**src/hdl/axi_bridge_params.svh**
```systemverilog
`ifndef AXI_BRIDGE_PARAMS_SVH
`define AXI_BRIDGE_PARAMS_SVH

// bus widths
`define AXI_ADDR_W  32
`define AXI_DATA_W  32
`define AXI_STRB_W  (`AXI_DATA_W / 8)   // one strobe per byte lane
`define AXI_ID_W    4
`define AXI_SIZE_W  3
`define AXI_RESP_W  2

// sram side size field, 0/1/2 for 1/2/4 bytes
`define SRAM_SIZE_W 2

// read ids, also select the response buffer
`define ID_INST     0
`define ID_DATA     1

`endif

```
**src/hdl/axi_bridge_pkg.sv**
```systemverilog
`default_nettype none
`include "axi_bridge_params.svh"

package axi_bridge_pkg;

    //////////////////////////////
    // sram side

    typedef struct packed {
        logic                    wr;      // 1 write, 0 read
        logic [`SRAM_SIZE_W-1:0] size;
        logic [`AXI_ADDR_W-1:0]  addr;
        logic [`AXI_STRB_W-1:0]  wstrb;
        logic [`AXI_DATA_W-1:0]  wdata;
    } sram_req_t;

    //////////////////////////////
    // granted commands

    typedef struct packed {
        logic [`AXI_ID_W-1:0]   id;
        logic [`AXI_ADDR_W-1:0] addr;
        logic [`AXI_SIZE_W-1:0] size;
    } rd_cmd_t;

    typedef struct packed {
        logic [`AXI_ADDR_W-1:0] addr;
        logic [`AXI_SIZE_W-1:0] size;
        logic [`AXI_STRB_W-1:0] wstrb;
        logic [`AXI_DATA_W-1:0] wdata;
    } wr_cmd_t;

    //////////////////////////////
    // axi channel payloads

    typedef struct packed {
        logic [`AXI_ID_W-1:0]   id;
        logic [`AXI_ADDR_W-1:0] addr;
        logic [`AXI_SIZE_W-1:0] size;
    } axi_ar_t;

    typedef struct packed {
        logic [`AXI_ADDR_W-1:0] addr;
        logic [`AXI_SIZE_W-1:0] size;
    } axi_aw_t;

    typedef struct packed {
        logic [`AXI_DATA_W-1:0] data;
        logic [`AXI_STRB_W-1:0] strb;
    } axi_w_t;

    typedef struct packed {
        logic [`AXI_ID_W-1:0]   id;
        logic [`AXI_DATA_W-1:0] data;
        logic [`AXI_RESP_W-1:0] resp;
    } axi_r_t;

    typedef struct packed {
        logic [`AXI_RESP_W-1:0] resp;
    } axi_b_t;

    // completed read, read engine to router
    typedef struct packed {
        logic [`AXI_ID_W-1:0]   id;
        logic [`AXI_DATA_W-1:0] data;
    } rd_resp_t;

endpackage

`default_nettype wire

```
**src/hdl/sram_req_arbiter.sv**
```systemverilog
`timescale 1ns/1ps
`default_nettype none
`include "axi_bridge_params.svh"

module sram_req_arbiter
    import axi_bridge_pkg::*;
(
    input  wire                   aclk,
    input  wire                   aresetn,
    input  wire                   inst_req,
    input  wire sram_req_t        inst_req_info,
    input  wire                   data_req,
    input  wire sram_req_t        data_req_info,
    input  wire                   rd_idle,
    input  wire                   wr_idle,
    input  wire [`AXI_ADDR_W-1:0] wr_pend_addr,
    output rd_cmd_t               rd_cmd,
    output logic                  rd_cmd_valid,
    output wr_cmd_t               wr_cmd,
    output logic                  wr_cmd_valid,
    output logic                  inst_addr_ok,
    output logic                  data_addr_ok
);

    logic data_rd;
    logic inst_hit;
    logic data_hit;
    logic inst_go;
    logic data_go;
    logic pick_data;
    logic wr_acc;
    logic rd_acc;
    logic data_turn;   // data read was passed over once

    //////////////////////////////
    // decode

    // instruction port is read only, its wr/wstrb/wdata are ignored
    assign data_rd      = data_req && !data_req_info.wr;
    assign wr_cmd_valid = data_req && data_req_info.wr;

    assign wr_cmd.addr  = data_req_info.addr;
    assign wr_cmd.size  = `AXI_SIZE_W'(data_req_info.size);
    assign wr_cmd.wstrb = data_req_info.wstrb;
    assign wr_cmd.wdata = data_req_info.wdata;

    assign wr_acc = wr_cmd_valid && wr_idle;

    // read after write, also against a write taken this very cycle
    assign inst_hit = (!wr_idle && wr_pend_addr == inst_req_info.addr)
                   || (wr_acc && data_req_info.addr == inst_req_info.addr);
    assign data_hit = !wr_idle && wr_pend_addr == data_req_info.addr;

    assign inst_go = inst_req && !inst_hit;
    assign data_go = data_rd && !data_hit;

    //////////////////////////////
    // read grant

    // inst first unless the data read already lost one round
    assign pick_data    = data_go && (!inst_go || data_turn);
    assign rd_cmd_valid = inst_go || data_go;
    assign rd_acc       = rd_cmd_valid && rd_idle;

    always_comb begin
        if (pick_data) begin
            rd_cmd.id   = `AXI_ID_W'(`ID_DATA);
            rd_cmd.addr = data_req_info.addr;
            rd_cmd.size = `AXI_SIZE_W'(data_req_info.size);
        end else begin
            rd_cmd.id   = `AXI_ID_W'(`ID_INST);
            rd_cmd.addr = inst_req_info.addr;
            rd_cmd.size = `AXI_SIZE_W'(inst_req_info.size);
        end
    end

    always_ff @(posedge aclk) begin
        if (!aresetn) begin
            data_turn <= 1'b0;
        end else if (rd_acc) begin
            data_turn <= !pick_data && data_go;   // cleared once data wins
        end
    end

    assign inst_addr_ok = rd_acc && !pick_data;
    assign data_addr_ok = (rd_acc && pick_data) || wr_acc;

endmodule

`default_nettype wire

```
**src/hdl/axi_read_engine.sv**
```systemverilog
`timescale 1ns/1ps
`default_nettype none
`include "axi_bridge_params.svh"

module axi_read_engine
    import axi_bridge_pkg::*;
(
    input  wire          aclk,
    input  wire          aresetn,
    input  wire rd_cmd_t rd_cmd,
    input  wire          rd_cmd_valid,
    output logic         rd_idle,
    output axi_ar_t      ar,
    output logic         arvalid,
    input  wire          arready,
    input  wire axi_r_t  r,
    input  wire          rvalid,
    output logic         rready,
    output rd_resp_t     rd_resp,
    output logic         rd_done
);

    localparam logic [1:0] ST_IDLE = 2'd0;
    localparam logic [1:0] ST_ADDR = 2'd1;   // ar presented
    localparam logic [1:0] ST_DATA = 2'd2;   // waiting on the r beat

    logic [1:0] state;
    rd_cmd_t    cmd_q;

    assign rd_idle = state == ST_IDLE;

    //////////////////////////////
    // state machine

    always_ff @(posedge aclk) begin
        if (!aresetn) begin
            state <= ST_IDLE;
        end else begin
            case (state)
                ST_IDLE: begin
                    if (rd_cmd_valid) begin
                        state <= ST_ADDR;
                    end
                end
                ST_ADDR: begin
                    if (arready) begin
                        state <= ST_DATA;
                    end
                end
                ST_DATA: begin
                    if (rvalid) begin
                        state <= ST_IDLE;
                    end
                end
                default: state <= ST_IDLE;
            endcase
        end
    end

    // command held for the whole transfer
    always_ff @(posedge aclk) begin
        if (rd_idle && rd_cmd_valid) begin
            cmd_q <= rd_cmd;
        end
    end

    //////////////////////////////
    // channel outputs

    assign arvalid = state == ST_ADDR;
    assign ar.id   = cmd_q.id;
    assign ar.addr = cmd_q.addr;
    assign ar.size = cmd_q.size;

    assign rready  = state == ST_DATA;
    assign rd_done = rvalid && rready;

    // single beat, the returned id picks the port
    assign rd_resp.id   = r.id;
    assign rd_resp.data = r.data;

endmodule

`default_nettype wire

```
**src/hdl/axi_write_engine.sv**
```systemverilog
`timescale 1ns/1ps
`default_nettype none
`include "axi_bridge_params.svh"

module axi_write_engine
    import axi_bridge_pkg::*;
(
    input  wire                    aclk,
    input  wire                    aresetn,
    input  wire wr_cmd_t           wr_cmd,
    input  wire                    wr_cmd_valid,
    output logic                   wr_idle,
    output logic [`AXI_ADDR_W-1:0] wr_pend_addr,
    output axi_aw_t                aw,
    output logic                   awvalid,
    input  wire                    awready,
    output axi_w_t                 w,
    output logic                   wvalid,
    input  wire                    wready,
    input  wire axi_b_t            b,
    input  wire                    bvalid,
    output logic                   bready,
    output logic                   wr_done
);

    localparam logic [1:0] ST_IDLE = 2'd0;
    localparam logic [1:0] ST_SEND = 2'd1;   // aw and w in flight
    localparam logic [1:0] ST_RESP = 2'd2;   // waiting on b

    logic [1:0] state;
    logic       aw_done;
    logic       w_done;
    logic       aw_hs;
    logic       w_hs;
    logic       aw_fin;
    logic       w_fin;
    wr_cmd_t    cmd_q;

    assign aw_hs  = awvalid && awready;
    assign w_hs   = wvalid && wready;
    assign aw_fin = aw_done || aw_hs;
    assign w_fin  = w_done || w_hs;

    assign wr_idle = state == ST_IDLE;

    //////////////////////////////
    // state machine

    always_ff @(posedge aclk) begin
        if (!aresetn) begin
            state   <= ST_IDLE;
            aw_done <= 1'b0;
            w_done  <= 1'b0;
        end else begin
            case (state)
                ST_IDLE: begin
                    aw_done <= 1'b0;
                    w_done  <= 1'b0;
                    if (wr_cmd_valid) begin
                        state <= ST_SEND;
                    end
                end
                ST_SEND: begin
                    // aw and w may finish in either order
                    aw_done <= aw_fin;
                    w_done  <= w_fin;
                    if (aw_fin && w_fin) begin
                        state <= ST_RESP;
                    end
                end
                ST_RESP: begin
                    if (bvalid) begin
                        state <= ST_IDLE;
                    end
                end
                default: state <= ST_IDLE;
            endcase
        end
    end

    always_ff @(posedge aclk) begin
        if (wr_idle && wr_cmd_valid) begin
            cmd_q <= wr_cmd;
        end
    end

    //////////////////////////////
    // channel outputs

    assign awvalid = state == ST_SEND && !aw_done;
    assign aw.addr = cmd_q.addr;
    assign aw.size = cmd_q.size;

    assign wvalid  = state == ST_SEND && !w_done;
    assign w.data  = cmd_q.wdata;
    assign w.strb  = cmd_q.wstrb;

    assign bready  = state == ST_RESP;
    assign wr_done = bvalid && bready;   // b.resp is always OKAY from this slave

    assign wr_pend_addr = cmd_q.addr;   // read hazard compare

endmodule

`default_nettype wire

```
**src/hdl/sram_resp_router.sv**
```systemverilog
`timescale 1ns/1ps
`default_nettype none
`include "axi_bridge_params.svh"

module sram_resp_router
    import axi_bridge_pkg::*;
(
    input  wire                    aclk,
    input  wire                    aresetn,
    input  wire rd_resp_t          rd_resp,
    input  wire                    rd_done,
    input  wire                    wr_done,
    output logic [`AXI_DATA_W-1:0] inst_rdata,
    output logic                   inst_data_ok,
    output logic [`AXI_DATA_W-1:0] data_rdata,
    output logic                   data_data_ok
);

    logic rd_is_inst;
    logic rd_is_data;
    logic data_ok_owed;   // read and write finished together

    assign rd_is_inst = rd_resp.id == `AXI_ID_W'(`ID_INST);
    assign rd_is_data = rd_resp.id == `AXI_ID_W'(`ID_DATA);

    // one buffer per id, held until that id reads again
    always_ff @(posedge aclk) begin
        if (rd_done && rd_is_inst) begin
            inst_rdata <= rd_resp.data;
        end
        if (rd_done && rd_is_data) begin
            data_rdata <= rd_resp.data;
        end
    end

    always_ff @(posedge aclk) begin
        if (!aresetn) begin
            inst_data_ok <= 1'b0;
            data_data_ok <= 1'b0;
            data_ok_owed <= 1'b0;
        end else begin
            inst_data_ok <= rd_done && rd_is_inst;
            data_data_ok <= (rd_done && rd_is_data) || wr_done || data_ok_owed;
            data_ok_owed <= rd_done && rd_is_data && wr_done;   // second pulse next cycle
        end
    end

endmodule

`default_nettype wire

```
**src/hdl/axi_bridge_top.sv**
```systemverilog
`timescale 1ns/1ps
`default_nettype none
`include "axi_bridge_params.svh"

module axi_bridge_top
    import axi_bridge_pkg::*;
(
    input  wire                    aclk,
    input  wire                    aresetn,
    // instruction port
    input  wire                    inst_req,
    input  wire sram_req_t         inst_req_info,
    output logic                   inst_addr_ok,
    output logic                   inst_data_ok,
    output logic [`AXI_DATA_W-1:0] inst_rdata,
    // data port
    input  wire                    data_req,
    input  wire sram_req_t         data_req_info,
    output logic                   data_addr_ok,
    output logic                   data_data_ok,
    output logic [`AXI_DATA_W-1:0] data_rdata,
    // axi master
    output axi_ar_t                ar,
    output logic                   arvalid,
    input  wire                    arready,
    input  wire axi_r_t            r,
    input  wire                    rvalid,
    output logic                   rready,
    output axi_aw_t                aw,
    output logic                   awvalid,
    input  wire                    awready,
    output axi_w_t                 w,
    output logic                   wvalid,
    input  wire                    wready,
    input  wire axi_b_t            b,
    input  wire                    bvalid,
    output logic                   bready
);

    rd_cmd_t                  rd_cmd;
    logic                     rd_cmd_valid;
    logic                     rd_idle;
    wr_cmd_t                  wr_cmd;
    logic                     wr_cmd_valid;
    logic                     wr_idle;
    logic [`AXI_ADDR_W-1:0]   wr_pend_addr;
    rd_resp_t                 rd_resp;
    logic                     rd_done;
    logic                     wr_done;

    //////////////////////////////
    // decode

    sram_req_arbiter sram_req_arbiter_inst (
        .aclk          (aclk),
        .aresetn       (aresetn),
        .inst_req      (inst_req),
        .inst_req_info (inst_req_info),
        .data_req      (data_req),
        .data_req_info (data_req_info),
        .rd_idle       (rd_idle),
        .wr_idle       (wr_idle),
        .wr_pend_addr  (wr_pend_addr),
        .rd_cmd        (rd_cmd),
        .rd_cmd_valid  (rd_cmd_valid),
        .wr_cmd        (wr_cmd),
        .wr_cmd_valid  (wr_cmd_valid),
        .inst_addr_ok  (inst_addr_ok),
        .data_addr_ok  (data_addr_ok)
    );

    //////////////////////////////
    // execute

    axi_read_engine axi_read_engine_inst (
        .aclk         (aclk),
        .aresetn      (aresetn),
        .rd_cmd       (rd_cmd),
        .rd_cmd_valid (rd_cmd_valid),
        .rd_idle      (rd_idle),
        .ar           (ar),
        .arvalid      (arvalid),
        .arready      (arready),
        .r            (r),
        .rvalid       (rvalid),
        .rready       (rready),
        .rd_resp      (rd_resp),
        .rd_done      (rd_done)
    );

    axi_write_engine axi_write_engine_inst (
        .aclk         (aclk),
        .aresetn      (aresetn),
        .wr_cmd       (wr_cmd),
        .wr_cmd_valid (wr_cmd_valid),
        .wr_idle      (wr_idle),
        .wr_pend_addr (wr_pend_addr),
        .aw           (aw),
        .awvalid      (awvalid),
        .awready      (awready),
        .w            (w),
        .wvalid       (wvalid),
        .wready       (wready),
        .b            (b),
        .bvalid       (bvalid),
        .bready       (bready),
        .wr_done      (wr_done)
    );

    //////////////////////////////
    // results back to the ports

    sram_resp_router sram_resp_router_inst (
        .aclk         (aclk),
        .aresetn      (aresetn),
        .rd_resp      (rd_resp),
        .rd_done      (rd_done),
        .wr_done      (wr_done),
        .inst_rdata   (inst_rdata),
        .inst_data_ok (inst_data_ok),
        .data_rdata   (data_rdata),
        .data_data_ok (data_data_ok)
    );

endmodule

`default_nettype wire

```
**config.mk**
```make
export PLATFORM = sky130hd
export DESIGN_NAME = axi_bridge_top
export DESIGN_NICKNAME = d
export VERILOG_FILES = /design/src/hdl/axi_bridge_pkg.sv /design/src/hdl/sram_req_arbiter.sv /design/src/hdl/axi_read_engine.sv /design/src/hdl/axi_write_engine.sv /design/src/hdl/sram_resp_router.sv /design/src/hdl/axi_bridge_top.sv
export VERILOG_INCLUDE_DIRS = /design/src /design/src/hdl
export SDC_FILE = /design/constraint.sdc
export NUM_CORES = 1
export LEC_CHECK = 0
export ABC_AREA = 0
export BUFFER_PORTS_ARGS = -buffer_cell sky130_fd_sc_hd__buf_2
export CORE_AREA = 4 4 143 145
export CTS_CLUSTER_SIZE = 40
export DETAILED_ROUTE_END_ITERATION = 8
export DIE_AREA = 0 0 147 149
export GPL_TIMING_DRIVEN = 0
export PLACE_DENSITY = 0.76
export REMOVE_ABC_BUFFERS = 1
export SKIP_LAST_GASP = 1
export SLEW_MARGIN = 10
export SYNTH_ARGS = -nofsm -noshare
export SYNTH_HDL_FRONTEND = slang
export SYNTH_HIERARCHICAL = 1
export SYNTH_SLANG_ARGS = --single-unit
```
**constraint.sdc**
```tcl
create_clock -name aclk -period 3.4 [get_ports aclk]
set_clock_uncertainty 0.15 [all_clocks]
set_input_delay 0 -clock aclk [delete_from_list [all_inputs] [get_ports aclk]]
set_output_delay 0 -clock aclk [all_outputs]
set_load 0.1 [all_outputs]
```
## Yosys cells after proc, flatten, opt, wreduce, memory -nomap -nowiden

Cells that the tools add are included.

- Output and inout port bits: 183
- Flip-flop bits (word level): 183
- Input port bits: 191
- Word-level logic and storage cells: 87

- Equal/unequal tests: 14
- Mux-type cells: 11
- Reductions and logical operators: 45

Operator list:

| kind | count |
|---|---|
| 32-bit == test | 3 |
| 36-bit two-way mux | 1 |
| 1-bit logical AND | 23 |
| 2-bit two-way mux | 6 |
| 2-bit one-hot mux with 3 select lines | 2 |
| 1-bit logical NOT | 8 |
| 1-bit logical OR | 8 |
| 2-bit by 1-bit != test with 1-bit output (second input constant) | 4 |
| 3-bit AND reduction | 2 |
| 2-bit by 1-bit == test with 1-bit output (second input constant) | 2 |
| 2-bit == test (second input constant) | 2 |
| 4-bit by 1-bit == test with 1-bit output (second input constant) | 1 |
| 2-bit logical NOT | 2 |
| 4-bit logical NOT | 1 |
| 2-bit != test (second input constant) | 2 |
| 1-bit one-hot mux with 2 select lines | 2 |
| 2-bit nonzero test | 1 |

## Logic depth before layout (Yosys ltp)

- Depth in word-level cells: 11
- Depth in mapped cells: 9

## Cells and area by module

Netlist, hierarchy kept.

By module, submodules not included:

| module | seq. area each (µm²) | times used | area an instance (µm²) | cells each |
|---|---|---|---|---|
| axi_write_engine | 2212.1 | 1 | 2578.7 | 128 |
| sram_req_arbiter | 20.0 | 1 | 2319.7 | 263 |
| sram_resp_router | 1981.9 | 1 | 2047.0 | 77 |
| axi_read_engine | 1211.2 | 1 | 1565.3 | 88 |

## Least setup slack after synthesis

OpenSTA, ideal clock, no wires.

- Path type: register to output
- Start: register axi_write_engine_inst.cmd_q (netlist bit axi_write_engine_inst/wr_pend_addr[12])
- End: output data_addr_ok
- Stages on the path, launching flop included: 8
- Arrival: 4.398 ns
- Path slack: -1.148 ns
- Required time: 3.250 ns
- Cell sequence: edfxtp_1 -> buf_4 -> xnor2_1 -> nand4_1 -> or3_1 -> o31ai_4 -> nor3_1 -> o31ai_1

- Cells in the longest elaborated chain, start to end: 10
- Elaborated cells between the ends (all ways): 16

Ends and longest elaborated chain:

| element | RTL line | RTL |
|---|---|---|
| start: declaration | axi_write_engine.sv:37 | `wr_cmd_t cmd_q;` |
| start signal: assignment | axi_write_engine.sv:83 | `cmd_q <= wr_cmd;` |
| 32-bit == test | sram_req_arbiter.sv:50 | `assign inst_hit = (!wr_idle && wr_pend_addr == inst_req_info.addr)` |
| 1-bit logical AND | sram_req_arbiter.sv:50 |  |
| 1-bit logical OR | sram_req_arbiter.sv:51 | `\|\| (wr_acc && data_req_info.addr == inst_req_info.addr);` |
| 1-bit logical NOT | sram_req_arbiter.sv:54 | `assign inst_go = inst_req && !inst_hit;` |
| 1-bit logical AND | sram_req_arbiter.sv:54 |  |
| 1-bit logical NOT | sram_req_arbiter.sv:61 | `assign pick_data = data_go && (!inst_go \|\| data_turn);` |
| 1-bit logical OR | sram_req_arbiter.sv:61 |  |
| 1-bit logical AND | sram_req_arbiter.sv:61 |  |
| 1-bit logical AND (*) | sram_req_arbiter.sv:86 | `assign data_addr_ok = (rd_acc && pick_data) \|\| wr_acc;` |
| 1-bit logical OR (*) | sram_req_arbiter.sv:86 |  |
| end: declaration | axi_bridge_top.sv:19 | `output logic data_addr_ok,` |

Every way passes the cells marked *; elsewhere a longest branch is shown, timed or not.

## Final worst setup path

- Start: register axi_write_engine_inst.cmd_q (netlist bit axi_write_engine_inst/wr_pend_addr[28])
- End: output data_addr_ok

Same word-level chain as after synthesis.

==> results.rst <==
.. list-table::
   :header-rows: 1

   * - Metric
     - Value
   * - Outcome
     - complete, no violations
   * - XOR/XNOR Fraction of Synth Area
     - around 9.9%
   * - Std-Cell Core Area
     - approximately 19000 sq um
   * - Vias
     - between 5000 and 6000
   * - Worst max-slew margin expressed relative to the limit
     - between 30% and 40%
   * - Area share of and/or/nand/nor cells after synthesis
     - 5.53%
   * - First-pass GRT wire length
     - between 30000 and 40000 microns
   * - Post-Synthesis Cell Area
     - roughly 8500 sq um
   * - Dominant cell by count in the synthesized netlist
     - edfxtp_1
   * - Avg Inst Size Synth
     - around 15 sq um
   * - Placed cell area
     - around 9500 sq um
   * - Starting Density
     - between 40% and 50%
   * - Std cell rows
     - 51
   * - Root Buffer
     - clkbuf_16
   * - Total power density per cell area
     - approximately 500 nW/um^2
   * - Slew Limit Fails
     - 0
   * - Number of buffers added by the clock tree synthesis step
     - 17
   * - Startpoint kind of the worst setup timing path
     - flip-flop
   * - Critical path endpoint
     - data_addr_ok
   * - Share of layout cells above drive strength 1
     - 44.7%
   * - Data arrival time of the worst path
     - about 3.2 ns
   * - GRT overflow
     - 0
   * - Average wire per cell in the routed design
     - approximately 20 microns
   * - Maximum fanout along the worst path
     - 4
   * - Clock-pin slew on the worst setup and hold paths
     - 0.08 ns
   * - Static Leak
     - around 4.8 nW
   * - Chip Height
     - 149 microns
   * - Pre-CTS WS
     - 0.267 ns
   * - Biggest area consumer among synthesized cells
     - edfxtp_1
   * - Setup repair after global routing missed its margin
     - no
   * - Share of synthesized registers carrying an async set or reset
     - 0%
   * - Mux share of post-synthesis cell area
     - 5.78%
   * - Maximum VDD drop
     - between 0.3 and 0.4 mV
   * - Area share of fa/ha/maj cells after synthesis
     - 0%
   * - Number of synthesis warnings
     - 6
   * - Number of cell instances on the worst register-to-register path
     - 8
   * - Number of enable-type register cells in the synthesized netlist
     - 174
   * - Via count of the first global-routing pass
     - about 6000
   * - Most frequent cells after synthesis
     - edfxtp_1 (174), buf_4 (144), xor2_1 (59)
   * - Synth-to-Final Area Change
     - 37.3%
   * - Capture point of the worst reg-to-reg path
     - axi_read_engine_inst/ar[8]
   * - Path class of the lowest-slack min-delay path
     - input pin to flip-flop
   * - Share of the clock period used by the worst path
     - a little over nine tenths
   * - Die area
     - roughly 22000 sq um
   * - Maximum clock frequency
     - between 300 and 400 MHz
   * - Buffers on Ports
     - roughly 330
   * - Half-perimeter wire length of the detailed placement result
     - ~16000 microns
   * - Synth cell types
     - 43
   * - Iter 0 DRT Violations
     - 175
   * - Number of placed I/O pins
     - approximately 370
   * - Design area
     - around 12000 sq um
   * - CP required
     - between 3 and 4 ns
   * - Worst stage delay on the critical path
     - ~0.56 ns
   * - Cell Count Post-Placement
     - about 1000
   * - Largest cells by area after synthesis
     - edfxtp_1 (61%), buf_4 (13%), xor2_1 (6.1%)
   * - Worst-Margin Slew
     - approximately 0.96 ns
   * - Launching element of the worst setup path
     - axi_write_engine_inst/wr_pend_addr[28]
   * - #FFs+latches synth
     - approximately 180
   * - Type of element capturing the critical path
     - primary output
   * - Final Non-Filler Cells
     - around 1200
   * - Overall fraction of global-route tracks in use
     - a little over a fifth
   * - Number of antenna violations at the first check in global routing
     - 2
   * - Cell with the largest stage delay on the worst path
     - nor4_1
   * - Share of Yosys cell area claimed by the top area cell type
     - about 61%
   * - Routability-driven placement congestion ratio
     - slightly below 0.8
   * - Reg2reg start
     - axi_write_engine_inst/wr_pend_addr[28]
   * - Max_cap viols
     - 0
   * - Post-detailed-routing wire length
     - around 24000 microns
   * - Clock tree from TritonCTS
     - built
   * - Number of buffers added for setup after CTS
     - 0
   * - Synthesized instance count
     - approximately 560
   * - Top flip-flop cell by instance count after synthesis
     - edfxtp_1
   * - Sequential area share after synthesis
     - 63.7%
   * - Main combinational cell family by area after synthesis
     - buffers and inverters
   * - Compound-Gate Fraction of Synth Area
     - ~1.7%
   * - Number of buffers on the longest clock path
     - 2
   * - Number of H-tree levels
     - 4
   * - Count of final setup violators
     - 0
   * - Nets@finish
     - between 1000 and 1500
   * - Pre-antenna DRT Iters
     - 6
   * - Remaining routing DRC violations
     - 0
   * - Die boundary width
     - between 100 and 150 microns
   * - Total number of clock tree sinks
     - around 180
   * - Final worst setup slack
     - roughly 0.10 ns
   * - Maximum number of pins on one net before global-route repair
     - 50
   * - Worst-case register-to-register setup slack
     - about 0.17 ns
   * - Residual antenna-violating net count after detailed routing
     - 0
   * - Average via count per standard cell
     - 4.65
   * - Crit path kind
     - flip-flop to primary output
   * - Hold violation total from the final report
     - 0
   * - Cells traversed along the worst timing path
     - xor2_1, nor4_1, nand4_1, o31ai_4, nor3_1, o31ai_1, clkbuf_4
   * - Worst skew pair latency
     - between 0.4 and 0.5 ns
   * - Time the worst path needs with I/O delays and setup
     - 3.30 ns
[where the power goes]
part,total (W),internal [W],switching [W]
registers,0.00263,0.00259,0.0000421
clock network,0.00201,0.00105,0.000957
logic,0.00129,0.000363,0.000930
[timing repair]
action | CTS | global route
setup endpoints to repair | 0 | 1
gates resized for setup | 0 | 1
hold endpoints to repair | 210 | 0
hold buffers | 155 | 0
[state kept, by name, indices dropped and copies added, names as in the netlist]
| register | flops |
|---|---|
| axi_write_engine_inst/aw_done | 1 |
| axi_write_engine_inst/w | 36 |
| sram_req_arbiter_inst/data_turn | 1 |
| sram_resp_router_inst/data_ok_owed | 1 |
| sram_resp_router_inst/inst_data_ok | 1 |
| axi_write_engine_inst/state | 2 |
| sram_resp_router_inst/data_rdata | 32 |
| sram_resp_router_inst/inst_rdata | 32 |
| sram_resp_router_inst/data_data_ok | 1 |
| axi_read_engine_inst/state | 2 |
| axi_write_engine_inst/wr_pend_addr | 32 |
| axi_read_engine_inst/ar | 39 |
| axi_write_engine_inst/w_done | 1 |
| axi_write_engine_inst/aw | 3 |
[cells by family after synthesis]
family	Yosys count
flops	184
buf+inv	152
xor+xnor	96
simple gates	72
mux	34
compound gates	17
other cells	1
[area by class of cell]
type,count,area [sq um]
well taps,265,332
repair buffers,492,3330
clock inverters,14,166
clock buffers,18,429
fillers,1420,7520
multi-input cells,224,1990
inverters,5,18.8
flip-flops and latches,184,5430
diodes,1,2.50
[worst max-delay path, delay by kind of cell (launching register included)]
family	cells	cell delay [ns]
simple gates	3	0.94
xor+xnor	1	0.19
flops	1	0.44
buf+inv	1	0.42
compound gates	2	0.73
[how the worst min path moves through the flow]
stage                           start                                    to  cells past startpoint  slack, ns
floorplan                       r[34]    sram_resp_router_inst/inst_data_ok                      1      -0.08
global placement     data_req_info[7]           axi_write_engine_inst/w[11]                      1       0.03
detailed placement  data_req_info[15]           axi_write_engine_inst/w[19]                      1       0.03
CTS                             r[36]  sram_resp_router_inst/data_rdata[19]                      3       0.05
global route                    r[35]  sram_resp_router_inst/inst_rdata[28]                      3       0.08
finish                          r[36]  sram_resp_router_inst/inst_rdata[19]                      3       0.07
[placed cells by master, fill, tap and decap left out, drive strengths merged, types with 2 or more instances in the layout]
cell	Yosys	routed
buf	147	336
edfxtp	174	174
dlygate4sd3	0	155
xor2	59	59
xnor2	37	37
mux2	34	34
clkbuf	0	19
nor4	14	14
dfxtp	10	10
nand4	10	10
inv	5	10
nor2	9	9
nor3	7	7
nand3	6	6
clkinv	0	6
conb	1	5
o21ai	5	5
nand2b	5	5
and2	5	5
nand2	4	4
o31ai	4	4
nor3b	2	2
nand4bb	2	2
a21oi	2	2
clkinvlp	0	2
nor2b	2	2
[layer usage]
layer  track usage [%]  share of wire, %  vias to the layer above
li1                  -                 -                     2588
met1              25.5                38                     2702
met2              38.5                52                      269
met3              5.74               7.7                       27
met4              6.38               2.0                        2
met5                 0             0.034                        -
[metrics by stage]
stage | util, % | hold slack [ns] | power (W) | TNS, ns
after floorplan | - | -0.0793 | 0.00353 | -40.99
after global placement | 49.0 | 0.0270 | 0.00381 | -89.22
after detailed placement | 49.7 | 0.0281 | 0.00383 | 0
after CTS | 60.8 | 0.0515 | 0.00597 | 0
after global routing | 60.9 | 0.0756 | 0.00613 | 0
final | 60.9 | 0.0702 | 0.00593 | 0
Power figures use the tool's default switching activity.
